### src/source/rvv_lite_pkg.sv
package rvv_lite_pkg;

    // Vector geometry for SEW 8 and LMUL 1 only
    localparam int VLEN       = 64;
    localparam int SEW        = 8;
    localparam int NUM_ELEM   = VLEN / SEW;
    localparam int NUM_VREG   = 32;
    localparam int VREG_IDX_W = 5;

    // Queue depth doubles as the issuer's starting credit count
    localparam int CQ_DEPTH = 4;
    localparam int TAG_W    = 8;
    localparam int CNT_W    = 16;

    // OP-V encoding fields
    localparam logic [6:0] OPCODE_OPV   = 7'b1010111;
    localparam logic [2:0] FUNCT3_OPIVV = 3'b000;
    localparam logic [2:0] FUNCT3_OPIVI = 3'b011;
    localparam logic [5:0] FUNCT6_VADD  = 6'b000000;
    localparam logic [5:0] FUNCT6_VSUB  = 6'b000010;
    localparam logic [5:0] FUNCT6_VSADD = 6'b100001;

    typedef enum logic [1:0] {
        OP_ADD,
        OP_SUB,
        OP_SADD
    } valu_op_e;

    typedef struct packed {
        logic [5:0] funct6;
        logic       vm;
        logic [4:0] vs2;
        logic [4:0] vs1;
        logic [2:0] funct3;
        logic [4:0] vd;
        logic [6:0] opcode;
    } opivv_t;

    // Same layout with the immediate as middle field
    typedef struct packed {
        logic [5:0] funct6;
        logic       vm;
        logic [4:0] vs2;
        logic [4:0] simm5;
        logic [2:0] funct3;
        logic [4:0] vd;
        logic [6:0] opcode;
    } opivi_t;

    typedef union packed {
        opivv_t vv;
        opivi_t vi;
    } inst_word_u;

    typedef logic [VLEN-1:0] vreg_t;

endpackage

### src/source/rvv_cmd_queue.sv
`timescale 1ns/1ps

module rvv_cmd_queue (
    input  logic                     clk,
    input  logic                     rst_n,
    input  logic                     push,
    input  rvv_lite_pkg::inst_word_u push_inst,
    input  logic                     pop,
    output logic                     head_valid,
    output rvv_lite_pkg::inst_word_u head_inst,
    output logic                     credit_return
);

    rvv_lite_pkg::inst_word_u mem [rvv_lite_pkg::CQ_DEPTH];

    logic [$clog2(rvv_lite_pkg::CQ_DEPTH)-1:0] wr_ptr;
    logic [$clog2(rvv_lite_pkg::CQ_DEPTH)-1:0] rd_ptr;
    logic [$clog2(rvv_lite_pkg::CQ_DEPTH):0]   count;
    logic                                      do_pop;

    assign head_valid    = (count != '0);
    assign head_inst     = mem[rd_ptr];
    assign do_pop        = pop && head_valid;
    // One credit back per entry freed
    assign credit_return = do_pop;

    always_ff @(posedge clk) begin
        if (!rst_n) begin
            wr_ptr <= '0;
            rd_ptr <= '0;
            count  <= '0;
        end else begin
            if (push) begin
                wr_ptr <= wr_ptr + 1'b1;
            end
            if (do_pop) begin
                rd_ptr <= rd_ptr + 1'b1;
            end
            count <= count + push - do_pop;
        end
    end

    // Issuer credits keep the queue from overflowing
    always_ff @(posedge clk) begin
        if (push) begin
            mem[wr_ptr] <= push_inst;
        end
    end

endmodule

### config.mk
export PLATFORM = sky130hd
export DESIGN_NAME = rvv_cmd_queue
export DESIGN_NICKNAME = d
export VERILOG_FILES = /design/src/source/rvv_lite_pkg.sv /design/src/source/rvv_cmd_queue.sv
export SDC_FILE = /design/constraint.sdc
export NUM_CORES = 1
export LEC_CHECK = 0
export CAP_MARGIN = 30
export CORE_MARGIN = 10
export CORE_UTILIZATION = 25
export CTS_CLUSTER_SIZE = 24
export DETAILED_ROUTE_END_ITERATION = 8
export DONT_BUFFER_PORTS = 1
export SLEW_MARGIN = 20
export SYNTH_ARGS = -nofsm -noshare
export SYNTH_HDL_FRONTEND = slang
export SYNTH_SLANG_ARGS = --single-unit
### constraint.sdc
create_clock -name clk -period 2.4 [get_ports clk]
set_input_delay 0.24 -clock clk [delete_from_list [all_inputs] [get_ports clk]]
set_output_delay 0.24 -clock clk [all_outputs]
set_load 0.02 [all_outputs]
# ---- Yosys cells after proc, flatten, opt, wreduce, memory -nomap -nowiden
# Memory sizes are Yosys's and may differ from the RTL's. A register that Yosys moved wholly into a read port is not among the register bits.
# Cells that the tools add are included.
dict set report op_classes {
  n_reduce_logical 2
  addsub 4
  n_mux 4
}
# op n
set op_table {}
lappend op_table {{$add 2x1->2 const B} 2}
lappend op_table {{$mux 2} 2}
lappend op_table {{$add 3x1->3} 1}
lappend op_table {{$reduce_bool 3->1} 1}
lappend op_table {{$sub 3x1->3} 1}
lappend op_table {{$mux 1} 2}
lappend op_table {{$logic_and 1x1->1} 1}
dict set report word_totals {
  output_inout_bits 34
  wordCells 14
  mem_count 1
  in_bits 36
  ff_bits 7
  mem_bits_rw 128
}
# name words width rd rd_ports_with_merged_regs write_ports line
set mem_list {}
lappend mem_list {mem 4 32 1 1 1 rvv_cmd_queue.sv:14} ;# rvv_lite_pkg::inst_word_u mem [rvv_lite_pkg::CQ_DEPTH];

# ---- Longest topological paths before layout
dict set report depth {
  word_depth 4
  depth_mapped 7
  ltp_nobuf 7
}

# ---- Worst setup path before layout
# No wires, ideal clock.
dict set report synth_path {
  kind {reg-to-reg}
  from {reg count[1] (netlist name)}
  to {reg count[2] (netlist name)}
  setup_time_ns 0.115
  period_less_slack_ns 2.045
  stages_incl_launch_ff 8
  path_buffers 0
  arrival_time_ns 1.930
  slack_ns 0.355
  required_ns 2.285
  cell_sequence {dfxtp_1 > o31a_1 > ha_1 > inv_1 > ha_1 > fa_1 > xnor3_1 > and2_1}
}
dict set report synth_via {
  elab_chain_cells 3
  elab_cells_between_ends 4
  classes_between {add/sub (2); reduce/logical (2)}
}
# element line
set synth_rtl {}
lappend synth_rtl {{start, declared} rvv_cmd_queue.sv:18} ;# logic [$clog2(rvv_lite_pkg::CQ_DEPTH):0] count;
lappend synth_rtl {{start signal, assigned} rvv_cmd_queue.sv:39} ;# count <= count + push - do_pop;
lappend synth_rtl {{$reduce_bool 3->1} rvv_cmd_queue.sv:21} ;# assign head_valid = (count != '0);
lappend synth_rtl {{$logic_and 1x1->1} rvv_cmd_queue.sv:23} ;# assign do_pop = pop && head_valid;
lappend synth_rtl {{net credit_return} rvv_cmd_queue.sv:11} ;# output logic credit_return
lappend synth_rtl {{$sub 3x1->3} rvv_cmd_queue.sv:39}
# The timed path passes the listed nets, and every way through them passes these cells.
# A chain may end at the register's enable or synchronous reset.

==> impl_metrics.py <==
metrics = {
    "setup_path": {
        "cp_slowest_cell": "dfxtp_2",
        "setup.worst_path.start_class": "register",
        "crit_family": "flip-flops",
        "cp.buffers_inverters": 1,
        "worstPathMaxFanout": 13,
        "crit_arrival_ns": 1.91,
        "max_stage_delay_ns": 0.63,
        "cp_cell_sequence": "buf_12, mux4_2",
        "reg2reg_slack_ns": 0.40,
        "cp_data_required_time_ns": 2.16,
        "end_kind": "output port",
        "critPathKind": "register to output port",
    },
    "yosys": {
        "ys_seq_area_frac": 0.785,
        "synth_area_per_cell_sq_um": 24.3,
        "syn_area_sq_mm": 0.00513,
        "syn_nets": 254,
        "ys_ff_latch": 137,
        "synthDistinctLibCells": 20,
        "synthCells": 211,
        "synth_warnings": 0,
    },
    "detailed_routing": {
        "vias_per_cell": 4.09,
        "vias": 2256,
        "drt_wl_total_um": 10500,
        "first_pass_iters": 4,
        "drtIter0Drc": 113,
        "postRouteAntennaNets": 0,
        "drc": 0,
        "routedWlPerCell_um": 19.0,
    },
    "pwr": {
        "p_sw_uw": 1700,
        "power_uw": 6700,
        "comb_power_share": 0.169,
        "vdd_drop_max_mv": 0.437,
        "clkPwrFrac": 0.401,
        "p_leak_uw": 0.00209,
        "p_int_uw": 5000,
        "powerDensity_mw_per_mm2": 1030,
        "swShare": 0.254,
        "power.share.sequential": 0.430,
    },
    "layout": {
        "fillers": 1920,
        "instances_no_fill": 551,
        "diodes": 0,
        "final_nets": 312,
        "syn_to_final_growth_pct": 26.3,
        "layout_commonest_cell": "edfxtp_1",
        "drive_gt1_frac": 0.274,
        "fin_area_sq_mm": 0.00648,
        "final_cell_mix": "128 x edfxtp_1, 34 x dlygate4sd3_1, 30 x mux4_2, 17 x clkbuf_16, 8 x buf_4",
    },
    "placement": {
        "gp_congestion": 0.617,
        "dp_cells": 486,
        "place_area_sq_mm": 0.00553,
        "numPortBuffers": 0,
        "dp_hpwl_um": 6860,
    },
    "floorplanning": {
        "die_w_um": 163,
        "coreArea_sq_mm": 0.0202,
        "rows": 52,
        "chipHeight_um": 163,
        "die-area_sq_mm": 0.0266,
        "start_util": 0.253,
        "ios": 70,
    },
    "sta": {
        "final-hold-violation-count": 0,
        "fmax_ghz": 0.466,
        "fin_setup_tns_ns": 0,
        "setup-violations-final": 0,
        "skew_ns": 0.00845,
        "rsz0062_at_grt": "false",
        "slew_headroom": 0.624,
        "tightest_slew_ns": 0.564,
        "drv_slew": 0,
        "min_period_over_period": 0.895,
        "fin_crit_ns": 2.15,
    },
    "clocking": {
        "cts_tree": "yes",
        "cts_buffer_depth": 2,
        "clk_latency_ns": 0.41,
        "cts_setup_buffers": 0,
        "cts_resized": 0,
        "holdBufCountCts": 34,
        "cts_buffers": 17,
        "clkTransAtPathRegs_ns": 0.06,
        "cts.sinks": 137,
        "cts-root-buf": "clkbuf_16",
        "cts_max_level": 4,
    },
    "global_route": {
        "antenna_found_initial": 0,
        "grt.total_usage": 0.0834,
        "grt-ovfl-total": 0,
        "grt_pass1_wl_um": 16000,
        "grt_max_degree": 20,
        "grt_pass1_vias": 2564,
    },
    "min_path": {
        "min_path_type": "input port to register",
    },
    "flow_run": {
        "maxCapViolations": 0,
    },
    "outcome": {
        "outcome": "finished clean",
    },
}
-- path summary, 6_finish.rpt --
kind         startpoint            end  cells past startpoint
max            register  head_inst[16]                      2
min                push       count[0]                      2
max reg2reg    count[1]       count[2]                      7
min reg2reg   rd_ptr[1]       register                      2
-- flip-flops by register name (all words and copies together) (netlist names), named ones only --
signal,count
mem,128
rd_ptr,2
count,3
wr_ptr,2
-- power by group through the flow --
stage | registers, uW | logic [uW] | clock network, uW
4_1_cts | 2890 | 1180 | 2760
5_1_grt | 2910 | 1230 | 2880
2_1_floorplan | 2850 | 966 | 0
3_5_place_dp | 2940 | 1110 | 0
3_3_place_gp | 2930 | 1080 | 0
6_report | 2880 | 1130 | 2690
-- per-layer routing --
layer | GRT usage | routed length (um) | up-vias | share of wire
met5 | 0 | 0 | - | 0
met4 | 0.0307 | 110 | 0 | 0.010
met3 | 0.0403 | 660 | 12 | 0.063
met2 | 0.138 | 5520 | 53 | 0.53
met1 | 0.0908 | 4190 | 1195 | 0.40
li1 | - | - | 996 | -
-- layout make-up --
type	instances	area, sq um	area share
tap	270	338	0.0522
timing repair buffer	46	480	0.0742
sequential	137	4030	0.622
inverter	6	22.5	0.00348
clock buffer	19	433	0.0668
clock inverter	12	176	0.0272
multi-input combinational	61	1000	0.154
-- synthesized netlist by cell type --
library cell	count	area (sq um)
inv_1	6	22.5
nor2b_1	1	6.26
nand2b_1	2	12.5
ha_1	6	75.1
mux2i_1	4	40.0
edfxtp_1	128	3840
buf_12	3	60.1
fa_1	1	20.0
or3_1	1	6.26
and2_1	8	50.1
buf_2	3	15.0
xor2_1	1	8.76
mux4_2	30	676
buf_6	1	11.3
mux4_1	2	52.6
o31a_1	1	8.76
nand2_1	2	7.51
xnor3_1	1	22.5
dfxtp_1	9	180
o311ai_0	1	8.76
-- worst reg2reg max path: cells and delay by family (launching register included) --
kind | cells | cell delay [ns]
adders and majority gates | 3 | 0.86
DFF | 1 | 0.34
AOI/OAI and AO/OA | 1 | 0.32
xor gates and xnor gates | 1 | 0.18
and+or+nand+nor | 1 | 0.16
buffers and inverters | 1 | 0.04
-- kinds of logic after synthesis --
kind of cell	share of synthesized area
flip-flops	0.785
AND/OR/NAND/NOR	0.0161
adder cells (fa/ha/maj)	0.0185
buffers and inverters	0.0212
XOR/XNOR	0.00610
AO/OA/AOI/OAI	0.00342
multiplexers	0.150
-- stage by stage --
step	setup WS (ns)	hold WS [ns]	util
finish	0.253	0.0531	0.320
global placement	0.480	0.339	0.273
floorplan	0.355	0.339	-
CTS	0.154	0.0290	0.320
detailed placement	0.394	0.339	0.273
global route	0.102	0.0441	0.320
Power figures use the tool's default switching activity.
