$ cat config.mk
export PLATFORM = sky130hd
export DESIGN_NAME = rvv_vrf_flat
export DESIGN_NICKNAME = d
export VERILOG_FILES = /design/src/source/rvv_lite_pkg.sv /design/src/source/rvv_lite_if.sv /design/src/source/rvv_vrf.sv /design/src/flat_wrapper.sv
export SDC_FILE = /design/constraint.sdc
export NUM_CORES = 2
export LEC_CHECK = 0
export BUFFER_PORTS_ARGS = -buffer_cell sky130_fd_sc_hd__buf_2
export CORE_MARGIN = 2
export CORE_UTILIZATION = 30
export CTS_BUF_LIST = sky130_fd_sc_hd__clkbuf_4
export DETAILED_ROUTE_END_ITERATION = 12
export GPL_TIMING_DRIVEN = 0
export PLACE_DENSITY = 0.53
export RECOVER_POWER = 25
export SLEW_MARGIN = 40
export SYNTH_ARGS = -nofsm -noshare
export SYNTH_HDL_FRONTEND = slang
export SYNTH_SLANG_ARGS = --single-unit
$ cat constraint.sdc
create_clock -name clk -period 8.9 [get_ports clk]
set_input_delay 0.445 -clock clk [delete_from_list [all_inputs] [get_ports clk]]
set_output_delay 0.445 -clock clk [all_outputs]
set_load 0.005 [all_outputs]
$ cat src/source/rvv_lite_pkg.sv
package rvv_lite_pkg;

    // Vector geometry for SEW 8 and LMUL 1 only
    localparam int VLEN       = 64;
    localparam int SEW        = 8;
    localparam int NUM_ELEM   = VLEN / SEW;
    localparam int NUM_VREG   = 32;
    localparam int VREG_IDX_W = 5;

    // Queue depth doubles as the issuer's starting credit count
    localparam int CQ_DEPTH = 4;
    localparam int TAG_W    = 8;
    localparam int CNT_W    = 16;

    // OP-V encoding fields
    localparam logic [6:0] OPCODE_OPV   = 7'b1010111;
    localparam logic [2:0] FUNCT3_OPIVV = 3'b000;
    localparam logic [2:0] FUNCT3_OPIVI = 3'b011;
    localparam logic [5:0] FUNCT6_VADD  = 6'b000000;
    localparam logic [5:0] FUNCT6_VSUB  = 6'b000010;
    localparam logic [5:0] FUNCT6_VSADD = 6'b100001;

    typedef enum logic [1:0] {
        OP_ADD,
        OP_SUB,
        OP_SADD
    } valu_op_e;

    typedef struct packed {
        logic [5:0] funct6;
        logic       vm;
        logic [4:0] vs2;
        logic [4:0] vs1;
        logic [2:0] funct3;
        logic [4:0] vd;
        logic [6:0] opcode;
    } opivv_t;

    // Same layout with the immediate as middle field
    typedef struct packed {
        logic [5:0] funct6;
        logic       vm;
        logic [4:0] vs2;
        logic [4:0] simm5;
        logic [2:0] funct3;
        logic [4:0] vd;
        logic [6:0] opcode;
    } opivi_t;

    typedef union packed {
        opivv_t vv;
        opivi_t vi;
    } inst_word_u;

    typedef logic [VLEN-1:0] vreg_t;

endpackage

$ cat src/source/rvv_lite_if.sv


// ALU result to VRF, tag counter and retire port
interface wb_if;
    logic                                  valid;
    logic [rvv_lite_pkg::VREG_IDX_W-1:0]   vd;
    rvv_lite_pkg::vreg_t                   data;
    logic                                  vxsat;
    logic [rvv_lite_pkg::TAG_W-1:0]        tag;

    modport alu  (output valid, vd, data, vxsat, tag);
    modport sink (input  valid, vd, data, vxsat, tag);
endinterface

$ cat src/source/rvv_vrf.sv
`timescale 1ns/1ps

module rvv_vrf (
    input  logic                                clk,
    input  logic                                rst_n,
    input  logic [rvv_lite_pkg::VREG_IDX_W-1:0] rd_idx_a,
    input  logic [rvv_lite_pkg::VREG_IDX_W-1:0] rd_idx_b,
    output rvv_lite_pkg::vreg_t                 rd_data_a,
    output rvv_lite_pkg::vreg_t                 rd_data_b,
    wb_if.sink                                  wb
);

    rvv_lite_pkg::vreg_t regs [rvv_lite_pkg::NUM_VREG];

    always_ff @(posedge clk) begin
        if (!rst_n) begin
            for (int i = 0; i < rvv_lite_pkg::NUM_VREG; i++) begin
                regs[i] <= '0;
            end
        end else if (wb.valid) begin
            regs[wb.vd] <= wb.data;
        end
    end

    // Write-through so a same-cycle reader sees the new value
    assign rd_data_a = (wb.valid && wb.vd == rd_idx_a) ? wb.data : regs[rd_idx_a];
    assign rd_data_b = (wb.valid && wb.vd == rd_idx_b) ? wb.data : regs[rd_idx_b];

endmodule

$ cat src/flat_wrapper.sv
// flat-port wrapper written by rule: the top's interface ports become plain ports
module rvv_vrf_flat 
  (clk, rst_n, rd_idx_a, rd_idx_b, rd_data_a, rd_data_b, wb_valid, wb_vd, wb_data, wb_vxsat, wb_tag);
  wb_if wb_i ();
  input  logic clk;
  input  logic rst_n;
  input  logic [rvv_lite_pkg::VREG_IDX_W-1:0] rd_idx_a;
  input  logic [rvv_lite_pkg::VREG_IDX_W-1:0] rd_idx_b;
  output rvv_lite_pkg::vreg_t rd_data_a;
  output rvv_lite_pkg::vreg_t rd_data_b;
  input wire logic [$bits(wb_i.valid)-1:0] wb_valid;
  input wire logic [$bits(wb_i.vd)-1:0] wb_vd;
  input wire logic [$bits(wb_i.data)-1:0] wb_data;
  input wire logic [$bits(wb_i.vxsat)-1:0] wb_vxsat;
  input wire logic [$bits(wb_i.tag)-1:0] wb_tag;
  assign wb_i.valid = wb_valid;
  assign wb_i.vd = wb_vd;
  assign wb_i.data = wb_data;
  assign wb_i.vxsat = wb_vxsat;
  assign wb_i.tag = wb_tag;
  rvv_vrf u_core (.clk(clk), .rst_n(rst_n), .rd_idx_a(rd_idx_a), .rd_idx_b(rd_idx_b), .rd_data_a(rd_data_a), .rd_data_b(rd_data_b), .wb(wb_i));
endmodule
; ---- Word-level counts from Yosys, hierarchy flattened
; Memories as Yosys holds them, arrays and structs flattened.
; Cells that the tools add are included.
[totals]
register_bits = 0
ramBits = 2048
input_bits = 91
output_inout_bits = 128
elab_cells = 15
n_memories = 1
[mem_list]
columns = name, words, word_bits, rd, rd_clocked_by_memory_dff, write_ports, line_no
row1 = u_core.regs, 32, 64, 2, 0, 32, rvv_vrf.sv:13  ; rvv_lite_pkg::vreg_t regs [rvv_lite_pkg::NUM_VREG];
[classes]
n_eq_ne = 2
n_mux = 9
n_reduce_logical = 3
[ops]
columns = operator, n
row1 = $mux W64, 3
row2 = $reduce_or A64 Y1, 1
row3 = $eq A5 B5 Y1, 2
row4 = $mux W1, 5
row5 = $mux W5, 1
row6 = $logic_and A1 B1 Y1, 2

; ---- Logic depth before layout (Yosys ltp)
[depth]
word_depth = 5
mapped_depth = 10
depth_no_buf = 5

; ---- Least setup slack after synthesis
; Ideal clock, no wire load.
[synth_timing]
kind = input to register
startpoint = input wb_vd[2]
endpoint = memory u_core.regs[11][0] in the netlist's numbering, enable pin
setup_time_ps = 574
arrival_time_ps = 5803
t_required_ps = 8326
setup_slack_ps = 2523
cell_stages = 4
n_path_buf = 2
cell_sequence = clkbuf_1 > or3b_2 > clkbuf_1 > o21ai_0
[synth_lines]
columns = item, line_no
row1 = from (decl), flat_wrapper.sv:12  ; input wire logic [$bits(wb_i.vd)-1:0] wb_vd;
row2 = to (decl), rvv_vrf.sv:13

; ---- Final worst setup path
[layout_timing]
startpoint = input rd_idx_a[0] in the netlist's numbering
endpoint = output rd_data_a[54]
[layout_between]
elab_chain_len = 3
word_cells_on_any_way = 4
cone_classes = 1 x eq/ne / 1 x mux / 1 x reduce/logical / 1 x memory
[layout_lines]
columns = item, line_no
row1 = from (decl), flat_wrapper.sv:7  ; input logic [rvv_lite_pkg::VREG_IDX_W-1:0] rd_idx_a;
row2 = branches (longest 2 deep; another with $mem_v2 Z32 W64), --
row3 = $mux W64 (*), rvv_vrf.sv:26  ; assign rd_data_a = (wb.valid && wb.vd == rd_idx_a) ? wb.data : regs[rd_idx_a];
row4 = to (decl), flat_wrapper.sv:9  ; output rvv_lite_pkg::vreg_t rd_data_a;
; Mark *: on every way between the ends.

==> impl_metrics.toml <==
[layout]
final_area_sq_mm = 0.127
final.fill_count = 35000
nets = 8244
top_register = "u_core.regs"
fin_cells = 13300
drive_gt1_share_pct = 31.4
area_growth_pct = 16.9
largest_reg_flops = 2048
top_regs = "u_core.regs (2048)"

[sta]
timing.final.max_slew_violations = 164
setup_viol = 0
timing.fmax_ghz = 0.186
holdWs_ns = -0.0514
relSlewSlack_pct = -86.7
period_minus_slack_ns = 5.37
min_period_over_period_pct = 60.4
tns_ns = 0
rsz0062_at_grt = "false"
hold_viol = 9
worstMarginPinSlew_ns = 2.77

[power]
ir_drop_v = 0.000118
p_sw_mw = 6.96
swShare_pct = 29.5
pwr-share-seq_pct = 48.3
p_comb_share_pct = 15.6
clock_power_share_pct = 36.1
p_leak_nw = 43.0
powerDensity_mw_per_mm2 = 186
intPower_mw = 16.6
finalPower_mw = 23.6

[floorplan]
core-area_sq_mm = 0.359
start_util_pct = 30.2
num_rows = 220
chipHeight_um = 605
io_pins = 219
die_area_sq_mm = 0.366
dieWidth_um = 605

[logic_synthesis]
syn-num-nets = 7182
synthCells = 7091
synth_area_leader_cell = "edfxtp_1"
synth_area_leaders = "edfxtp_1 57%, mux4_2 21%, and2_1 12%"
synth_cell_types = 45
async_reset_ff_share_pct = 0
ys_ff_latch = 2048
synth_edf_count = 2048
ys.flop_type = "edfxtp_1"
yosysSeqAreaShare_pct = 56.7
syn-cell-area_sq_mm = 0.108
synth_top_area_share_pct = 56.7
avgSynthCellArea_sq_um = 15.3
ys_warn_count = 0

[detailed_routing]
routedWlPerCell_um = 41.1
drt_wl_total_mm = 548
first_iter_violations = 14200
top_layer_used = "met5"
wl_met2_mm = 240
postRouteAntennaNets = 0
firstDrtPassIters = 6
drc_errors = 0
viasPerCell = 6.02
wl_met1_mm = 181
vias = 80200
wl_met3_mm = 76.0

[setup_path]
cp.required_ns = 8.46
path_class = "input port to primary output"
path_delay_family = "buffers and inverters"
cp_slowest_cell = "a31oi_1"
slowest_delay_ns = 0.87
cp-end-kind = "primary output"
cp_num_buf_inv = 7
critPathMaxFanout = 10
crit_chain = "buf_4 -> buf_6 -> buf_6 -> buf_6 -> buf_2 -> buf_2 -> a211oi_1 -> a211o_1 -> a31oi_1 -> buf_2"
start_kind = "input port"
cp.arrival_ns = 4.93

[grt]
grt_usage_pct = 29.3
overflow = 0
grt_pass1_vias = 77700
antenna_found_initial = 109
grt_max_degree = 17
grt_pass1_wl_mm = 710

[place]
place_inst = 12300
dp_hpwl_mm = 417
io_buffers = 199
placed_area_sq_mm = 0.120
gp_congestion = 1.05

[clocking]
clk_pin_slew_ns = 0.08
cts_tree = "done"
htree_levels = 6
max-clock-path-buffers = 4
cts_buffers = 549
cts_root_buffer = "clkbuf_4"
cts_sinks = 2048

[status]
status = "complete, but fails checks"
violations = "negative hold slack, max-capacitance violations, max-slew violations"

[flow_run]
max_cap_viol_count = 21

[min_path]
hp-class = "input port to flip-flop"
## area by class of cell
class	count	area (sq um)	share of cell area (%)
buffer	781	3850	3.03
multi-input combinational	4260	43600	34.4
clock inverter	150	860	0.678
timing repair buffer	511	5230	4.13
sequential	2048	61500	48.5
antenna	48	120	0.0947
inverter	2	7.51	0.00592
clock buffer	756	5680	4.47
tap	4773	5970	4.71
## cells in the mapped netlist, drive strengths merged (2+ instances only)
| cell | instances |
|---|---|
| nand3b | 6 |
| nand3 | 6 |
| nor2 | 164 |
| or3b | 2 |
| edfxtp | 2048 |
| and3 | 2 |
| and2 | 2051 |
| or2 | 4 |
| xnor2 | 2 |
| nor4 | 3 |
| mux2 | 8 |
| a22o | 39 |
| o41ai | 3 |
| o221ai | 7 |
| or3 | 5 |
| mux4 | 1035 |
| a211oi | 40 |
| o22ai | 236 |
| buf | 252 |
| nand2b | 11 |
| clkbuf | 529 |
| a22oi | 122 |
| o21ai | 131 |
| a2111oi | 3 |
| or4 | 54 |
| nor2b | 26 |
| a211o | 16 |
| inv | 2 |
| mux2i | 53 |
| xor2 | 8 |
| a31oi | 19 |
| nor3 | 11 |
| nand2 | 108 |
| a21oi | 79 |
| a32oi | 2 |
## power groups by stage
stage	Sequential, mW	Clock, mW	Combinational [mW]
2_1_floorplan	11.6	0	1.69
3_3_place_gp	11.7	0	3.24
3_5_place_dp	11.6	0	3.49
4_1_cts	11.4	8.51	3.53
5_1_grt	11.4	8.96	3.64
6_report	11.4	8.52	3.67
## per-layer routing
layer,GRT usage [%],vias up
li1,-,30000
met1,34.0,41400
met2,43.9,7093
met3,10.4,1694
met4,23.0,42
met5,0.483,-
## kinds of logic (layout without fill, tap and decap cells)
family                    after synthesis  count (layout)  share of synthesized area (%)
AOI/OAI and AO/OA                     699             699                           4.14
xor gates and xnor gates               10              10                         0.0808
buffers and inverters                 783            2200                           3.42
DFF                                  2048            2048                           56.7
muxes                                1096            1096                           22.1
other                                   0              48                              0
and+or+nand+nor                      2455            2455                           13.6
## repair_timing
| action | CTS | global route |
|---|---|---|
| endpoints found under the setup margin | 0 | 0 |
| hold buffers | 69 | 0 |
| endpoints found under the hold margin | 1837 | 0 |
| buffers inserted | 0 | 0 |
| gates resized for setup | 0 | 0 |
## worst paths after layout
| check | start | endpoint | slack [ns] | cells past startpoint |
|---|---|---|---|---|
| worst max-delay path | rd_idx_a[0] | rd_data_a[54] | 3.53 | 10 |
| worst min-delay path | wb_vd[3] | u_core.regs[13][1]$_SDFFCE_PN0P_ | -0.05 | 3 |
## per-stage QoR
stage | util, % | worst slack, ns
after floorplan | - | 2.52
after global placement | 32.1 | -6.45
after detailed placement | 33.5 | 3.90
after CTS | 35.5 | 3.90
after global routing | 35.3 | 3.83
final | 35.3 | 3.53
## layout by cell type (no fill, tap or decap), drive strengths merged, types with 3 or more instances in the layout
cell,count
a2111oi,3
a211o,16
a211oi,40
a21oi,79
a22o,39
a22oi,122
a31oi,19
and2,2051
buf,646
bufinv,10
clkbuf,1333
clkinv,125
diode,48
dlygate4sd3,69
edfxtp,2048
inv,16
mux2,8
mux2i,53
mux4,1035
nand2,108
nand2b,11
nand3,6
nand3b,6
nor2,164
nor2b,26
nor3,11
nor4,3
o21ai,131
o221ai,7
o22ai,236
o41ai,3
or2,4
or3,5
or4,54
xor2,8
Power figures use the tool's default switching activity.
