`config.mk`:
```
export PLATFORM = sky130hd
export DESIGN_NAME = rvv_tag_counter_flat
export DESIGN_NICKNAME = d
export VERILOG_FILES = /design/src/source/rvv_lite_pkg.sv /design/src/source/rvv_lite_if.sv /design/src/source/rvv_tag_counter.sv /design/src/flat_wrapper.sv
export SDC_FILE = /design/constraint.sdc
export NUM_CORES = 1
export LEC_CHECK = 0
export ABC_CLOCK_PERIOD_IN_PS = 1300
export BUFFER_PORTS_ARGS = -buffer_cell sky130_fd_sc_hd__buf_2
export CORE_MARGIN = 8
export CORE_UTILIZATION = 32
export CTS_BUF_LIST = sky130_fd_sc_hd__clkbuf_8 sky130_fd_sc_hd__clkbuf_16
export DETAILED_ROUTE_END_ITERATION = 10
export PLACE_DENSITY = 0.84
export REMOVE_ABC_BUFFERS = 1
export SLEW_MARGIN = 10
export SYNTH_ARGS = -nofsm -noshare
export SYNTH_HDL_FRONTEND = slang
export SYNTH_SLANG_ARGS = --single-unit
```
`constraint.sdc`:
```
create_clock -name clk -period 1.3 [get_ports clk]
set_input_delay 0.065 -clock clk [delete_from_list [all_inputs] [get_ports clk]]
set_output_delay 0.065 -clock clk [all_outputs]
set_load 0.02 [all_outputs]
```
`src/source/rvv_lite_pkg.sv`:
```
package rvv_lite_pkg;

    // Vector geometry for SEW 8 and LMUL 1 only
    localparam int VLEN       = 64;
    localparam int SEW        = 8;
    localparam int NUM_ELEM   = VLEN / SEW;
    localparam int NUM_VREG   = 32;
    localparam int VREG_IDX_W = 5;

    // Queue depth doubles as the issuer's starting credit count
    localparam int CQ_DEPTH = 4;
    localparam int TAG_W    = 8;
    localparam int CNT_W    = 16;

    // OP-V encoding fields
    localparam logic [6:0] OPCODE_OPV   = 7'b1010111;
    localparam logic [2:0] FUNCT3_OPIVV = 3'b000;
    localparam logic [2:0] FUNCT3_OPIVI = 3'b011;
    localparam logic [5:0] FUNCT6_VADD  = 6'b000000;
    localparam logic [5:0] FUNCT6_VSUB  = 6'b000010;
    localparam logic [5:0] FUNCT6_VSADD = 6'b100001;

    typedef enum logic [1:0] {
        OP_ADD,
        OP_SUB,
        OP_SADD
    } valu_op_e;

    typedef struct packed {
        logic [5:0] funct6;
        logic       vm;
        logic [4:0] vs2;
        logic [4:0] vs1;
        logic [2:0] funct3;
        logic [4:0] vd;
        logic [6:0] opcode;
    } opivv_t;

    // Same layout with the immediate as middle field
    typedef struct packed {
        logic [5:0] funct6;
        logic       vm;
        logic [4:0] vs2;
        logic [4:0] simm5;
        logic [2:0] funct3;
        logic [4:0] vd;
        logic [6:0] opcode;
    } opivi_t;

    typedef union packed {
        opivv_t vv;
        opivi_t vi;
    } inst_word_u;

    typedef logic [VLEN-1:0] vreg_t;

endpackage

```
`src/source/rvv_lite_if.sv`:
```


// ALU result to VRF, tag counter and retire port
interface wb_if;
    logic                                  valid;
    logic [rvv_lite_pkg::VREG_IDX_W-1:0]   vd;
    rvv_lite_pkg::vreg_t                   data;
    logic                                  vxsat;
    logic [rvv_lite_pkg::TAG_W-1:0]        tag;

    modport alu  (output valid, vd, data, vxsat, tag);
    modport sink (input  valid, vd, data, vxsat, tag);
endinterface

```
`src/source/rvv_tag_counter.sv`:
```
`timescale 1ns/1ps

module rvv_tag_counter (
    input  logic                           clk,
    input  logic                           rst_n,
    input  logic                           tag_take,
    output logic [rvv_lite_pkg::TAG_W-1:0] next_tag,
    wb_if.sink                             wb,
    output logic [rvv_lite_pkg::CNT_W-1:0] retired_count
);

    // Tags wrap and traps consume one too
    always_ff @(posedge clk) begin
        if (!rst_n) begin
            next_tag <= '0;
        end else if (tag_take) begin
            next_tag <= next_tag + 1'b1;
        end
    end

    always_ff @(posedge clk) begin
        if (!rst_n) begin
            retired_count <= '0;
        end else if (wb.valid) begin
            retired_count <= retired_count + 1'b1;
        end
    end

endmodule

```
`src/flat_wrapper.sv`:
```
// flat-port wrapper written by rule: the top's interface ports become plain ports
module rvv_tag_counter_flat 
  (clk, rst_n, tag_take, next_tag, retired_count, wb_valid, wb_vd, wb_data, wb_vxsat, wb_tag);
  wb_if wb_i ();
  input  logic clk;
  input  logic rst_n;
  input  logic tag_take;
  output logic [rvv_lite_pkg::TAG_W-1:0] next_tag;
  output logic [rvv_lite_pkg::CNT_W-1:0] retired_count;
  input wire logic [$bits(wb_i.valid)-1:0] wb_valid;
  input wire logic [$bits(wb_i.vd)-1:0] wb_vd;
  input wire logic [$bits(wb_i.data)-1:0] wb_data;
  input wire logic [$bits(wb_i.vxsat)-1:0] wb_vxsat;
  input wire logic [$bits(wb_i.tag)-1:0] wb_tag;
  assign wb_i.valid = wb_valid;
  assign wb_i.vd = wb_vd;
  assign wb_i.data = wb_data;
  assign wb_i.vxsat = wb_vxsat;
  assign wb_i.tag = wb_tag;
  rvv_tag_counter u_core (.clk(clk), .rst_n(rst_n), .tag_take(tag_take), .next_tag(next_tag), .wb(wb_i), .retired_count(retired_count));
endmodule
```
# Word level (Yosys, flattened, before mapping)
# Index checks and enable logic that the tools add are counted.
# word_totals
word_cells	4
in_bits	82
regBits	24
out_inout_bits	24
# classes
addsub	2
# op_table
cell	count
16-bit by 1-bit adder with 16-bit output, second input constant	1
8-bit by 1-bit adder with 8-bit output, second input constant	1

# Longest topological paths before layout
# Gate-level depths: netlist of run 1.
# logic_depth
depth_word	1
depth_mapped	5
depth_no_buf	4

# Worst setup path after synthesis of run 1
# Ideal clock, no wire load.
# synth_timing
path_kind	reg2reg
startpoint	register u_core.retired_count[0] in the netlist's numbering
endpoint	register u_core.retired_count[10] in the netlist's numbering
setup_ps	70
path_stages_with_launch	5
arrival_time_ps	1502
synth_period_minus_slack_ps	1572
path_slack_ps	-272
path_cell_list	dfxtp_1 ha_1 nand3_2 or4_1 a21oi_1
# synth_between
elab_chain_cells	1
# synth_rtl
element	line	text
from (decl)	rvv_tag_counter.sv:9	output logic [rvv_lite_pkg::CNT_W-1:0] retired_count
from (signal assigned)	rvv_tag_counter.sv:25	retired_count <= retired_count + 1'b1;
16-bit by 1-bit adder with 16-bit output	rvv_tag_counter.sv:25	
# Every way passes these cells.
# A chain may end at the register's enable or synchronous reset.

# Worst setup path in the final report of run 1
# layout_timing
startpoint	register u_core.retired_count[1] in the netlist's numbering
endpoint	register u_core.retired_count[10] in the netlist's numbering
# Same word-level chain as after synthesis.

==> flow_metrics.tcl, run 1 <==
set metrics [dict create \
    r2r_setup_slack_ns -0.03 \
    hold_start "rst_n" \
    setup_viol 2 \
    place.gp.congestion 0.717 \
    antenna_found_initial 0 \
    grt-ovfl-total 0 \
    finClkSkew_ns 0.00506 \
    regToRegEndpoint "u_core.retired_count[10]" \
    worst_setup_path_end_kind "flop" \
    utilization_pct 49.0 \
    layoutNonFillerInstCount 219 \
    cp.required_ns 1.50 \
    path_class "reg2reg" \
    slew_violations 0 \
    first_pass_iters 4 \
    core_um2 3340 \
    power_w 0.00132 \
    synth_flop_cell "dfxtp_1" \
    fin_nets 259 \
    critPathMaxFanout 8 \
    track_usage_pct 10.1 \
    max_stage_delay_ns 0.53 \
    rsz0062_at_grt "true" \
    start_util_pct 33.3 \
    syn_inst 121 \
    cp-start-kind "flop" \
    clkSlewWorstSetupHoldPaths_ns 0.08 \
    clock_sinks 24 \
    drive_gt1_share_pct 46.2 \
    synth_area_um2 1110 \
    status "finished with violations" \
    fin_setup_tns_ns -0.0431 \
    synth_cell_types 25 \
    cts_tree "done" \
    cts_buffers 3 \
    worst-path-buf-inv 0 \
    ant_nets 0 \
    ios 106 \
    wl_per_cell_um 12.4 \
    avgViaCountPerCell 4.84 \
    grt_max_degree 21 \
    tightest_slew_ns 0.311 \
    final_common_cell "buf_2" \
    synth-seq-area-share_pct 43.3 \
    io_buffers 27 \
    fin_ws_ns -0.0343 \
    hold_path_class "in2reg" \
    period_minus_slack_ns 1.33 \
    final_cell_mix "buf_2, buf_4, dfxtp_1" \
    area_delta_synth_final_pct 47.2 \
    min_to "u_core.retired_count[12]" \
    avgSynthCellArea_um2 9.17 \
    grt_pass1_wl_um 4530 \
    cp.arrival_ns 1.53 \
    ys_ff_latch 24 \
    cts_root_buf "clkbuf_8" \
    routed_wl_um 2720 \
    cap_violations 0 \
    cpLargestDelayFamily "simple AND/OR/NAND/NOR gates" \
    r2r_start "u_core.retired_count[1]" \
    max_freq_mhz 749 \
    clock_path_buffers 2 \
    period_share_pct 103 \
    finalHoldViolCount 0 \
    power_density_nw_per_um2 806 \
    dp.cells 210 \
    hpwlAfterDp_um 1860 \
    vias 1061 \
    drt_iter0_drc 79 \
    failed_checks "negative setup slack" \
    slowest_stage "or4_1" \
    grt_pass1_vias 1048 \
    fp.dieArea_um2 5610 \
    hold_ws_ns 0.121 \
    cts_max_level 1 \
    rr_worst_depth 4 \
    final.fill_count 319 \
    crit_chain "ha_4 -> nand3_4 -> or4_1 -> a21oi_1" \
    max_slew_margin_pct 79.1 \
    ys.warnings.count 0 \
    synth_edf_count 0 \
    rows 21 \
    p_leak_nw 0.739 \
    drc 0 \
    die_y_um 74.9 \
    clk_latency_ns 0.26 \
    min_path_cells 3 \
    ir_drop_mv 0.703 \
    async_reset_ff_share_pct 0 \
    num_antenna_cells 0 \
    die_x_um 74.9 \
]
==> synth_stat cells (all sizes together), types with 3 or more instances <==
| cell | n | area [µm²] |
|---|---|---|
| o31ai | 4 | 30.0 |
| nor4 | 4 | 37.5 |
| xor2 | 6 | 52.6 |
| o21ai | 6 | 30.0 |
| nand2b | 4 | 25.0 |
| inv | 3 | 11.3 |
| mux2i | 6 | 60.1 |
| nor2 | 10 | 37.5 |
| or3 | 6 | 38.8 |
| dfxtp | 24 | 480 |
| a21oi | 10 | 50.1 |
| nand3 | 6 | 35.0 |
| buf | 4 | 35.0 |
| or4 | 4 | 30.0 |
| nand2 | 10 | 37.5 |
| nand4 | 8 | 68.8 |
==> logic make-up (layout without fill, tap and decap cells) <==
group | Yosys count | in the layout | share of synthesized area [%]
and+or+nand+nor | 52 | 53 | 28.0
DFF | 24 | 24 | 43.3
AOI/OAI and AO/OA | 20 | 20 | 9.92
buffers and inverters | 9 | 60 | 4.85
xor gates and xnor gates | 8 | 8 | 6.31
muxes | 6 | 6 | 5.41
adders and majority gates | 2 | 2 | 2.25
==> sequential cells by signal, indices dropped and copies added, names as in the netlist <==
signal / cells
u_core.next_tag: 8
u_core.retired_count: 16
==> through the flow <==
step / cell area [µm²] / worst slack [ns]
after global placement: 1430 / -0.0745
after global routing: 1630 / -0.0941
final: 1630 / -0.0343
after detailed placement: 1430 / -0.137
after floorplan: 1070 / -0.275
after CTS: 1570 / -0.0143
==> layer usage <==
metal | share of wire, % | vias to the layer above | routed length (µm) | track usage, %
met4 | 0 | 0 | 0 | 1.30
li1 | - | 548 | - | -
met5 | 0 | - | 0 | 0
met1 | 44 | 491 | 1190 | 12.3
met2 | 52 | 22 | 1410 | 17.4
met3 | 4.5 | 0 | 123 | 2.93
==> how the worst max path moves through the flow <==
| stage | start | endpoint | slack, ns | cells past startpoint |
|---|---|---|---|---|
| floorplan | u_core.retired_count[0] | u_core.retired_count[10] | -0.28 | 4 |
| global placement | u_core.retired_count[6] | u_core.retired_count[15] | -0.07 | 4 |
| detailed placement | u_core.retired_count[6] | u_core.retired_count[13] | -0.14 | 4 |
| CTS | u_core.retired_count[1] | u_core.retired_count[10] | -0.01 | 4 |
| global route | u_core.retired_count[5] | u_core.retired_count[14] | -0.09 | 4 |
| finish | u_core.retired_count[1] | u_core.retired_count[10] | -0.03 | 4 |
==> layout make-up <==
cell class / instances / area (µm²) / area share [%]
multi-input cells: 89 / 682 / 41.7
flip-flops and latches: 24 / 493 / 30.2
inverters: 3 / 11.3 / 0.689
well taps: 46 / 57.6 / 3.52
clock buffers: 3 / 41.3 / 2.53
repair buffers: 54 / 349 / 21.4
==> tightest hold or removal path, delay by kind of cell <==
family	cells	cell delay, ns
mux	1	0.05
buf+inv	1	0.15
simple gates	1	0.07
==> power breakdown <==
| part | internal (W) | switching (W) | total, W |
|---|---|---|---|
| registers | 0.000750 | 0.0000142 | 0.000764 |
| clock network | 0.000207 | 0.000216 | 0.000422 |
| logic | 0.0000559 | 0.0000744 | 0.000130 |
==> timing repair <==
item / CTS / global route
buffers inserted: 3 / 2
setup endpoints to repair: 9 / 10
gates resized for setup: 16 / 11
pin swaps: 5 / 4
hold buffers: 0 / 0
cloned: 1 / 0
Note: power is estimated with default switching activity, not from simulation.
==> run 2, diff against run 1 <==
- ABC_CLOCK_PERIOD_IN_PS: 1300 -> not set
- CAP_MARGIN: not set -> 20
- CORE_UTILIZATION: 32 -> 39
- PLACE_DENSITY: 0.84 -> 0.94
- clock period: 1.3 -> 1.7 ns (I/O delays scaled with it)
==> run 2 against run 1 <==
Against the previous run: the run now ends clean; hold slack improved by 0.0087 ns; via count decreased by 10%; critical path depth unchanged; clock-buffer cell count unchanged; sequential share of layout area grew 6.9 points; clock skew decreased by 0.0042 ns; total power decreased by 25%; combinational power fell by 48%; critical endpoint unchanged; largest power group unchanged; highest routed layer is now met4.
==> flow_metrics.tcl, run 2 (synthesized netlist as in run 1, its figures left out) <==
set metrics [dict create \
    core_um2 2730 \
    period_minus_slack_ns 1.56 \
    ios 106 \
    cap_violations 0 \
    ir_drop_mv 0.381 \
    grt_max_degree 21 \
    num_antenna_cells 0 \
    grt_pass1_wl_um 3900 \
    drc 0 \
    max_slew_margin_pct 58.1 \
    max_stage_delay_ns 0.54 \
    tightest_slew_ns 0.628 \
    period_share_pct 91.9 \
    area_delta_synth_final_pct 16.8 \
    die_x_um 69.3 \
    power_w 0.000986 \
    cts_buffers 3 \
    setup_viol 0 \
    slew_violations 0 \
    cp.required_ns 1.90 \
    fp.dieArea_um2 4810 \
    largest_registers "u_core.retired_count: 16 flops, u_core.next_tag: 8 flops" \
    antenna_found_initial 0 \
    start_util_pct 40.6 \
    fin_setup_tns_ns 0 \
    routed_wl_um 2360 \
    hpwlAfterDp_um 1710 \
    drt_iter0_drc 22 \
    max_freq_mhz 640 \
    cts.repair.resized 0 \
    p_leak_nw 0.527 \
    place.gp.congestion 0.747 \
    rsz0062_at_grt "false" \
    finClkSkew_ns 0.000864 \
    vias 953 \
    power_density_nw_per_um2 761 \
    worst-path-buf-inv 0 \
    clock_path_buffers 2 \
    clock_sinks 24 \
    status "complete, no violations" \
    dpl_cell_area_um2 1250 \
    cp.arrival_ns 1.76 \
    cts_setup_buffers 0 \
    final_cell_mix "buf_2, dfxtp_1, nor2_1, a21oi_1, nand2_1" \
    largest_reg_flops 16 \
    final.fill_count 274 \
    regMostFlops "u_core.retired_count" \
    wl_per_cell_um 13.3 \
    dp.cells 174 \
    die_y_um 69.3 \
    finalHoldViolCount 0 \
    crit_chain "ha_1 -> nand3_2 -> or4_1 -> a21oi_1" \
    rows 19 \
    grt-ovfl-total 0 \
    grt_pass1_vias 889 \
    drive_gt1_share_pct 26.7 \
    cts_root_buf "clkbuf_8" \
    ant_nets 0 \
    track_usage_pct 9.62 \
    cts_tree "done" \
    fin_nets 232 \
    final_common_cell "buf_2" \
    fin_area_um2 1300 \
    first_pass_iters 4 \
    io_buffers 27 \
    cpLargestDelayFamily "simple AND/OR/NAND/NOR gates" \
    slowest_stage "or4_1" \
    clkSlewWorstSetupHoldPaths_ns 0.08 \
    avgViaCountPerCell 5.38 \
    hold_path_class "in2reg" \
    path_class "reg2reg" \
    cp-start-kind "flop" \
    clk_latency_ns 0.27 \
    cts_max_level 1 \
    worst_setup_path_end_kind "flop" \
    layoutNonFillerInstCount 177 \
    cts_hold_buf 0 \
    critPathMaxFanout 8 \
]
-- run 2: cell count changes in the layout (fill, tap and decap cells not counted), moves of 3 or more --
cell     before  now
nor4_4        3    0
buf_6         3    0
dfxtp_2      10    0
nor4_2        0    3
dfxtp_1      14   24
nand4_4       3    0
buf_4        24    1
-- run 2: routing by layer --
| layer | GRT usage, % | part of all wire (%) | vias up |
|---|---|---|---|
| met5 | 0 | 0 | - |
| met4 | 5.47 | 1.9 | 0 |
| met3 | 2.86 | 6.1 | 3 |
| met2 | 15.9 | 48 | 25 |
| met1 | 10.7 | 44 | 442 |
| li1 | - | - | 483 |
-- run 2: power by group --
part	switching, W	internal (W)	total, W
sequential	0.0000119	0.000572	0.000584
clock	0.000176	0.000159	0.000335
combinational	0.0000424	0.0000246	0.0000670
total	0.000231	0.000755	0.000986
-- run 2: final timing paths --
kind,start,end,slack (ns),depth (start not counted)
worst max-delay path,u_core.retired_count[0],u_core.retired_count[10],0.14,4
worst min-delay path,rst_n,u_core.retired_count[14],0.13,3
worst min register to register,u_core.retired_count[15],u_core.retired_count[15],0.47,2
worst max register to register,u_core.retired_count[0],u_core.retired_count[10],0.14,4
-- run 2: metrics by stage --
step	hold slack [ns]	utilization, %	worst slack, ns
after floorplan	0.233	-	0.125
after global placement	0.409	45.7	0.183
after detailed placement	0.413	45.7	0.159
after CTS	0.124	47.2	0.127
after global routing	0.154	47.4	0.0294
final	0.129	47.4	0.138
-- run 2: cell type report --
type,instances,area [µm²],area share [%]
well taps,31,38.8,2.99
multi-input cells,88,582,44.9
clock buffers,3,41.3,3.19
repair buffers,28,143,11.0
inverters,3,11.3,0.869
flip-flops and latches,24,480,37.1
-- run 2: tightest hold or removal path: cells and delay by family --
kind / cells / cell delay [ns]
multiplexers: 1 / 0.05
buffers and inverters: 1 / 0.15
AND/OR/NAND/NOR: 1 / 0.07
