### config.mk
export PLATFORM = sky130hd
export DESIGN_NAME = rvv_issue_fsm_flat
export DESIGN_NICKNAME = d
export VERILOG_FILES = /design/src/source/rvv_lite_pkg.sv /design/src/source/rvv_lite_if.sv /design/src/source/rvv_issue_fsm.sv /design/src/flat_wrapper.sv
export SDC_FILE = /design/constraint.sdc
export NUM_CORES = 1
export LEC_CHECK = 0
export ABC_AREA = 1
export BUFFER_PORTS_ARGS = -buffer_cell sky130_fd_sc_hd__buf_2
export CAP_MARGIN = 20
export CORE_AREA = 2 2 129 131
export CTS_CLUSTER_SIZE = 24
export DETAILED_ROUTE_END_ITERATION = 10
export DIE_AREA = 0 0 131 133
export PLACE_DENSITY_LB_ADDON = 0.2
export SLEW_MARGIN = 20
export SYNTH_ARGS = -nofsm -noshare
export SYNTH_HDL_FRONTEND = slang
export SYNTH_SLANG_ARGS = --single-unit
### constraint.sdc
create_clock -name clk -period 10.6 [get_ports clk]
set_input_delay 2.12 -clock clk [delete_from_list [all_inputs] [get_ports clk]]
set_output_delay 2.12 -clock clk [all_outputs]
set_load 0.02 [all_outputs]
### src/source/rvv_lite_pkg.sv
package rvv_lite_pkg;

    // Vector geometry for SEW 8 and LMUL 1 only
    localparam int VLEN       = 64;
    localparam int SEW        = 8;
    localparam int NUM_ELEM   = VLEN / SEW;
    localparam int NUM_VREG   = 32;
    localparam int VREG_IDX_W = 5;

    // Queue depth doubles as the issuer's starting credit count
    localparam int CQ_DEPTH = 4;
    localparam int TAG_W    = 8;
    localparam int CNT_W    = 16;

    // OP-V encoding fields
    localparam logic [6:0] OPCODE_OPV   = 7'b1010111;
    localparam logic [2:0] FUNCT3_OPIVV = 3'b000;
    localparam logic [2:0] FUNCT3_OPIVI = 3'b011;
    localparam logic [5:0] FUNCT6_VADD  = 6'b000000;
    localparam logic [5:0] FUNCT6_VSUB  = 6'b000010;
    localparam logic [5:0] FUNCT6_VSADD = 6'b100001;

    typedef enum logic [1:0] {
        OP_ADD,
        OP_SUB,
        OP_SADD
    } valu_op_e;

    typedef struct packed {
        logic [5:0] funct6;
        logic       vm;
        logic [4:0] vs2;
        logic [4:0] vs1;
        logic [2:0] funct3;
        logic [4:0] vd;
        logic [6:0] opcode;
    } opivv_t;

    // Same layout with the immediate as middle field
    typedef struct packed {
        logic [5:0] funct6;
        logic       vm;
        logic [4:0] vs2;
        logic [4:0] simm5;
        logic [2:0] funct3;
        logic [4:0] vd;
        logic [6:0] opcode;
    } opivi_t;

    typedef union packed {
        opivv_t vv;
        opivi_t vi;
    } inst_word_u;

    typedef logic [VLEN-1:0] vreg_t;

endpackage

### src/source/rvv_lite_if.sv
`timescale 1ns/1ps

// Issue stage to ALU
interface exec_if;
    logic                                  valid;
    rvv_lite_pkg::valu_op_e                op;
    logic [rvv_lite_pkg::VREG_IDX_W-1:0]   vd;
    rvv_lite_pkg::vreg_t                   src_a;
    rvv_lite_pkg::vreg_t                   src_b;
    logic [rvv_lite_pkg::TAG_W-1:0]        tag;

    modport issue (output valid, op, vd, src_a, src_b, tag);
    modport alu   (input  valid, op, vd, src_a, src_b, tag);
endinterface


### src/source/rvv_issue_fsm.sv
`timescale 1ns/1ps

module rvv_issue_fsm (
    input  logic                                clk,
    input  logic                                rst_n,
    input  logic                                head_valid,
    input  rvv_lite_pkg::inst_word_u            head_inst,
    output logic                                pop,
    output logic [rvv_lite_pkg::VREG_IDX_W-1:0] rd_idx_a,
    output logic [rvv_lite_pkg::VREG_IDX_W-1:0] rd_idx_b,
    input  rvv_lite_pkg::vreg_t                 rd_data_a,
    input  rvv_lite_pkg::vreg_t                 rd_data_b,
    input  logic [rvv_lite_pkg::TAG_W-1:0]      next_tag,
    output logic                                tag_take,
    output logic                                trap_valid,
    output logic [rvv_lite_pkg::TAG_W-1:0]      trap_tag,
    input  logic                                trap_ready,
    exec_if.issue                               exec
);

    typedef enum logic [1:0] {
        RUN,
        STALL,
        TRAP
    } state_e;

    state_e                  state;
    logic                    is_vv;
    logic                    is_vi;
    logic                    legal;
    logic                    hazard;
    rvv_lite_pkg::valu_op_e  dec_op;
    logic [rvv_lite_pkg::SEW-1:0] imm_elem;

    // Same word seen as OPIVV and as OPIVI
    always_comb begin
        is_vv = (head_inst.vv.opcode == rvv_lite_pkg::OPCODE_OPV) &&
                (head_inst.vv.funct3 == rvv_lite_pkg::FUNCT3_OPIVV) && head_inst.vv.vm;
        is_vi = (head_inst.vi.opcode == rvv_lite_pkg::OPCODE_OPV) &&
                (head_inst.vi.funct3 == rvv_lite_pkg::FUNCT3_OPIVI) && head_inst.vi.vm;
        dec_op = rvv_lite_pkg::OP_ADD;
        legal  = 1'b0;
        case (head_inst.vv.funct6)
            rvv_lite_pkg::FUNCT6_VADD: begin
                legal = is_vv || is_vi;
            end
            rvv_lite_pkg::FUNCT6_VSUB: begin
                dec_op = rvv_lite_pkg::OP_SUB;
                legal  = is_vv;
            end
            rvv_lite_pkg::FUNCT6_VSADD: begin
                dec_op = rvv_lite_pkg::OP_SADD;
                legal  = is_vv;
            end
            default: legal = 1'b0;
        endcase
    end

    // vs1 only counts as a source for the vector-vector form
    assign hazard = exec.valid && ((head_inst.vv.vs2 == exec.vd) ||
                                   (is_vv && head_inst.vv.vs1 == exec.vd));

    assign rd_idx_a   = head_inst.vv.vs2;
    assign rd_idx_b   = head_inst.vv.vs1;
    assign imm_elem   = {{(rvv_lite_pkg::SEW-5){head_inst.vi.simm5[4]}}, head_inst.vi.simm5};
    assign pop        = (state == RUN) && head_valid && !hazard;
    assign tag_take   = pop;
    assign trap_valid = (state == TRAP);

    always_ff @(posedge clk) begin
        if (!rst_n) begin
            state    <= RUN;
            trap_tag <= '0;
        end else begin
            case (state)
                RUN: begin
                    if (head_valid && hazard) begin
                        state <= STALL;
                    end else if (pop && !legal) begin
                        state    <= TRAP;
                        trap_tag <= next_tag;
                    end
                end
                STALL: state <= RUN;
                TRAP: begin
                    if (trap_ready) begin
                        state <= RUN;
                    end
                end
                default: state <= RUN;
            endcase
        end
    end

    always_ff @(posedge clk) begin
        if (!rst_n) begin
            exec.valid <= 1'b0;
        end else begin
            exec.valid <= pop && legal;
        end
    end

    always_ff @(posedge clk) begin
        if (pop && legal) begin
            exec.op    <= dec_op;
            exec.vd    <= head_inst.vv.vd;
            exec.src_a <= rd_data_a;
            exec.src_b <= is_vi ? {rvv_lite_pkg::NUM_ELEM{imm_elem}} : rd_data_b;
            exec.tag   <= next_tag;
        end
    end

endmodule

### src/flat_wrapper.sv
// flat-port wrapper written by rule: the top's interface ports become plain ports
module rvv_issue_fsm_flat 
  (clk, rst_n, head_valid, head_inst, pop, rd_idx_a, rd_idx_b, rd_data_a, rd_data_b, next_tag, tag_take, trap_valid, trap_tag, trap_ready, exec_valid, exec_op, exec_vd, exec_src_a, exec_src_b, exec_tag);
  exec_if exec_i ();
  input  logic clk;
  input  logic rst_n;
  input  logic head_valid;
  input  rvv_lite_pkg::inst_word_u head_inst;
  output logic pop;
  output logic [rvv_lite_pkg::VREG_IDX_W-1:0] rd_idx_a;
  output logic [rvv_lite_pkg::VREG_IDX_W-1:0] rd_idx_b;
  input  rvv_lite_pkg::vreg_t rd_data_a;
  input  rvv_lite_pkg::vreg_t rd_data_b;
  input  logic [rvv_lite_pkg::TAG_W-1:0] next_tag;
  output logic tag_take;
  output logic trap_valid;
  output logic [rvv_lite_pkg::TAG_W-1:0] trap_tag;
  input  logic trap_ready;
  output wire logic [$bits(exec_i.valid)-1:0] exec_valid;
  output wire logic [$bits(exec_i.op)-1:0] exec_op;
  output wire logic [$bits(exec_i.vd)-1:0] exec_vd;
  output wire logic [$bits(exec_i.src_a)-1:0] exec_src_a;
  output wire logic [$bits(exec_i.src_b)-1:0] exec_src_b;
  output wire logic [$bits(exec_i.tag)-1:0] exec_tag;
  assign exec_valid = exec_i.valid;
  assign exec_op = exec_i.op;
  assign exec_vd = exec_i.vd;
  assign exec_src_a = exec_i.src_a;
  assign exec_src_b = exec_i.src_b;
  assign exec_tag = exec_i.tag;
  rvv_issue_fsm u_core (.clk(clk), .rst_n(rst_n), .head_valid(head_valid), .head_inst(head_inst), .pop(pop), .rd_idx_a(rd_idx_a), .rd_idx_b(rd_idx_b), .rd_data_a(rd_data_a), .rd_data_b(rd_data_b), .next_tag(next_tag), .tag_take(tag_take), .trap_valid(trap_valid), .trap_tag(trap_tag), .trap_ready(trap_ready), .exec(exec_i));
endmodule
# == Yosys cells after proc, flatten, opt, wreduce, memory -nomap -nowiden ==
# Index checks and enable logic that the tools add are counted.
# totals
regBits,154
inputBits,172
output_inout_bits,165
# classes
n_eq_ne,9
mux,7
bitwise_logic,1
n_reduce_logical,21
# ops
operator,n
$mux W64,1
$logic_and A1 B1 Y1,11
$eq A5 B5 Y1,2
$pmux W2 S2,2
$eq A7 B7 Y1 const B,1
$eq A6 B2 Y1 const B,1
$eq A6 B6 Y1 const B,1
$logic_not A6 Y1,1
$mux W2,3
$eq A3 B2 Y1 const B,1
$logic_not A3 Y1,1
$ne A3 B3 Y1 const B,1
$reduce_and A3 Y1,1
$eq A2 B2 Y1 const B,1
$logic_not A1 Y1,2
$logic_not A2 Y1,1
$logic_or A1 B1 Y1,2
$ne A2 B1 Y1 const B,1
$pmux W1 S2,1
$reduce_and A2 Y1,1
$reduce_or A2 Y1,1
$not A1 Y1,1

# == Longest topological paths before layout ==
# logic_depth
ltp_word,12
ltp_mapped,14
mapped_depth_nobuf,14

# == Worst setup path after synthesis ==
# OpenSTA, ideal clock, no wires.
# synth_path
path_kind,input-to-reg
startpoint,in head_inst[31] (netlist name)
endpoint,reg u_core.exec.op[0] (enable)
arrival_time_ns,8.742
path_slack_ns,1.211
path_stages,6
n_path_buf,1
cell_sequence,nor3_1 -> nand3_1 -> nor2_1 -> a21oi_2 -> buf_2 -> nor2_1
# synth_between
elab_chain_len,4
# synth_rtl
item,line,rtl
"start, declared",flat_wrapper.sv:8,input rvv_lite_pkg::inst_word_u head_inst;
$eq A6 B2 Y1 or $eq A6 B6 Y1 (tied branches),rvv_issue_fsm.sv:43,case (head_inst.vv.funct6)
$reduce_or A2 Y1 (no line),--,
$pmux W1 S2 (*),rvv_issue_fsm.sv:43,
$logic_and A1 B1 Y1 (*),rvv_issue_fsm.sv:104,if (pop && legal) begin
"end signal, assigned",rvv_issue_fsm.sv:105,exec.op <= dec_op;
"end, declared",rvv_lite_if.sv:12,"modport issue (output valid, op, vd, src_a, src_b, tag);"
# Mark *: on every way between the ends. The rest lies on a longest branch, timed or not.
# A chain may end at the register's enable or synchronous reset.

# == Worst setup path after layout ==
# layout_path
startpoint,in head_inst[3] (netlist name)
endpoint,out pop
# layout_between
elab_chain_len,8
# layout_rtl
item,line,rtl
$eq A7 B7 Y1,rvv_issue_fsm.sv:37,is_vv = (head_inst.vv.opcode == rvv_lite_pkg::OPCODE_OPV) &&
$logic_and A1 B1 Y1,rvv_issue_fsm.sv:37,
$logic_and A1 B1 Y1,rvv_issue_fsm.sv:38,(head_inst.vv.funct3 == rvv_lite_pkg::FUNCT3_OPIVV) && head_inst.vv.vm;
$logic_and A1 B1 Y1,rvv_issue_fsm.sv:61,(is_vv && head_inst.vv.vs1 == exec.vd));
$logic_or A1 B1 Y1,rvv_issue_fsm.sv:60,assign hazard = exec.valid && ((head_inst.vv.vs2 == exec.vd) ||
$logic_and A1 B1 Y1,rvv_issue_fsm.sv:60,
$logic_not A1 Y1,rvv_issue_fsm.sv:66,assign pop = (state == RUN) && head_valid && !hazard;
$logic_and A1 B1 Y1,rvv_issue_fsm.sv:66,
"end, declared",flat_wrapper.sv:9,output logic pop;
# Every way passes these cells.

==> reports/qor.csv <==
stage,metric,value,unit
drt,Final ANT Viol Nets,0,
drt,final wirelength,15100,um
final_layout,Final nets,932,
sta,hold slack,0.469,ns
synth,Post-Synthesis Cells,423,
synth,Avg Inst Size Synth,13.5,um2
die,die span in y,133,um
drt,DRT Pass-1 Iters,6,
die,core footprint,16200,um2
placed_design,# placed instances,961,
final_layout,Filler cells,1494,
power_and_ir_drop,P per Cell Area,164,nW/um2
sta,final setup fails,0,
critical_path,startpoint types,primary input,
cts,post-CTS setup buffers,0,
global_route,largest net degree at the start of global routing,67,
cts,CTS max path bufs,2,
synth,Yosys cell types,27,
sta,"Hold Vio Cnt, Final",0,
cts,Root Driver,clkbuf_16,
synth,YS warnings,0,
global_route,number of global-route vias before repair,4417,
cts,"CTS clk-pin slew, worst paths",0.07,ns
die,Ports,337,
die,row cnt,47,
sta,setup_tns,0,ns
critical_path,"critical path fanouts, max",10,
sta,fin crit share,0.506,
die,Die Area,17400,um2
synth,register bit count reported by yosys,154,
cts,clock sinks,154,
power_and_ir_drop,Tot Pwr,0.00134,W
flow_run,max_cap viols,0,
power_and_ir_drop,VDD IR max,0.0996,mV
placed_design,routability-driven placement congestion ratio,0.789,
status,status,"finished, final reports clean",
sta,final slew viol count,0,
hold_path,Min-Delay Path Class,reg2reg,
cts,Hold Buf Count CTS,0,
synth,post-synthesis sequential area ratio,0.790,
final_layout,Finished Layout Cells,993,
cts,Num CTS Buffers,17,
drt,Iter 0 DRT Violations,184,
drt,DR DRC count,0,
placed_design,Detail Placement HPWL,11300,um
drt,via/cell ratio,4.36,
sta,RSZ-0062 raised after global routing,no,
cts,htree depth,4,
cts,clk_lat worst skew,0.42,ns
placed_design,number of port buffers,336,
cts,CTS tree,yes,
critical_path,Worst setup EP type,output port,
global_route,first-pass GRT wire length,22200,um
global_route,Tot GR Track Use,0.170,
die,Die W,131,um
critical_path,Worst EP arrival,3.25,ns
sta,Tmin final,5.37,ns
critical_path,worst endpoint required time,8.48,ns
power_and_ir_drop,static leakage,3.86,nW
synth,mapped cell area,5710,um2
cts,post-cts gate resize count,0,
final_layout,share of layout cells above drive strength 1,0.499,
final_layout,# diodes,0,
final_layout,area growth from synthesis to layout,42.8,%
sta,FMAX,186,MHz
global_route,Overflow after GRT,0,
global_route,initial antenna violation count,0,
critical_path,crit path kind,in2out,
sta,Slew headroom,0.365,
final_layout,Multi-input gate area,973,um2
die,Initial Utilization,0.353,
sta,Final Skew,0.00804,ns
final_layout,Seq. cell area,4510,um2
drt,routed vias,4334,
sta,Worst-Margin Slew,0.951,ns
synth,syn nets,595,
drt,Routed WL per cell,15.2,um
final_layout,"Core Util, Final",0.504,
## cells in the final DEF (no fill, tap or decap)
| cell type | instances |
|---|---|
| a21oi_1 | 9 |
| nor2_4 | 3 |
| inv_2 | 1 |
| nand2_2 | 3 |
| clkinv_2 | 1 |
| clkinvlp_4 | 2 |
| a21oi_2 | 2 |
| o21ai_0 | 2 |
| inv_8 | 1 |
| nor2_1 | 11 |
| clkinv_1 | 3 |
| inv_1 | 24 |
| buf_2 | 336 |
| buf_4 | 4 |
| o21ai_1 | 1 |
| nor2_2 | 1 |
| nand2_1 | 164 |
| nand3_1 | 10 |
| nand3_4 | 1 |
| nor3_1 | 2 |
| clkbuf_16 | 17 |
| xnor2_1 | 1 |
| inv_6 | 7 |
| nand3_2 | 3 |
| bufinv_16 | 2 |
| edfxtp_1 | 143 |
| xor2_1 | 2 |
| dfxtp_1 | 11 |
| nand4_1 | 3 |
| nand2_4 | 1 |
| nor3_2 | 1 |
| or2_0 | 1 |
## area by class of cell
type / instances / area share
clock inverters: 15 / 0.0196
well taps: 220 / 0.0337
flip-flops and latches: 154 / 0.553
clock buffers: 17 / 0.0521
inverters: 26 / 0.0120
repair buffers: 340 / 0.210
multi-input cells: 221 / 0.119
## flip-flops by register name, summed over array words and instances (netlist names)
signal             cells
u_core.exec.op         2
u_core.exec.src_a     64
u_core.exec.src_b     64
u_core.exec.tag        8
u_core.exec.valid      1
u_core.exec.vd         5
u_core.state           2
u_core.trap_tag        8
## final timing paths
check / slack [ns] / cells past startpoint / end / from
hold / removal: 0.47 / 2 / u_core.trap_tag[7]$_SDFFE_PN0P_ / u_core.trap_tag[7]$_SDFFE_PN0P_
hold reg to reg: 0.47 / 2 / u_core.trap_tag[7]$_SDFFE_PN0P_ / u_core.trap_tag[7]$_SDFFE_PN0P_
setup / recovery: 5.23 / 12 / pop / head_inst[3]
setup reg to reg: 7.64 / 8 / u_core.exec.src_a[62]$_DFFE_PP_ / u_core.exec.vd[2]$_DFFE_PP_
## worst max-delay path, cell delays in order
cell     delay, ns
buf_2         0.10
inv_1         0.04
nand2_1       0.07
nor2_4        0.11
nand2_2       0.09
nor2_4        0.11
nand3_2       0.08
nand2_2       0.09
nand2_4       0.06
nand2_2       0.11
inv_2         0.09
buf_2         0.17
## per-stage QoR
step	worst slack (ns)	instance area, um2
final	5.23	8160
after global routing	5.11	8160
after CTS	5.21	8160
after detailed placement	5.21	7570
after global placement	5.24	7570
after floorplan	1.21	5710
## cells in the mapped netlist
cell type | number | area, um2
nand2_1 | 164 | 616
edfxtp_1 | 143 | 4290
inv_1 | 24 | 90.1
nor2_1 | 12 | 45.0
buf_4 | 11 | 82.6
dfxtp_1 | 11 | 220
nand3_1 | 10 | 50.1
a21oi_1 | 9 | 45.0
buf_2 | 8 | 40.0
clkbuf_1 | 3 | 11.3
nand2_2 | 3 | 18.8
nand3_2 | 3 | 30.0
nand4_1 | 3 | 18.8
a21oi_2 | 2 | 17.5
nor2_4 | 2 | 22.5
nor3_1 | 2 | 10.0
o21ai_0 | 2 | 10.0
xor2_1 | 2 | 17.5
clkinv_1 | 1 | 3.75
inv_2 | 1 | 3.75
nand2_4 | 1 | 11.3
nand3_4 | 1 | 17.5
nor2_2 | 1 | 6.26
nor3_2 | 1 | 10.0
o21ai_1 | 1 | 5.00
or2_0 | 1 | 6.26
xnor2_1 | 1 | 8.76
## where the power goes
part	switching (W)	internal (W)
Combinational	0.0000325	0.0000347
Clock	0.000254	0.000351
Sequential	0.000000979	0.000665
## metal layers
layer,part of all wire,GRT usage,up-vias
li1,-,-,2096
met1,0.35,0.176,2011
met2,0.53,0.307,198
met3,0.090,0.0570,29
met4,0.026,0.0768,0
met5,0,0,-
## cells by family after synthesis
family          count (synthesis)  share of synthesized area
buf+inv                        48                     0.0405
simple gates                  204                      0.151
flops                         154                      0.790
compound gates                 14                     0.0136
xor+xnor                        3                    0.00460
Note: power is estimated with default switching activity, not from simulation.
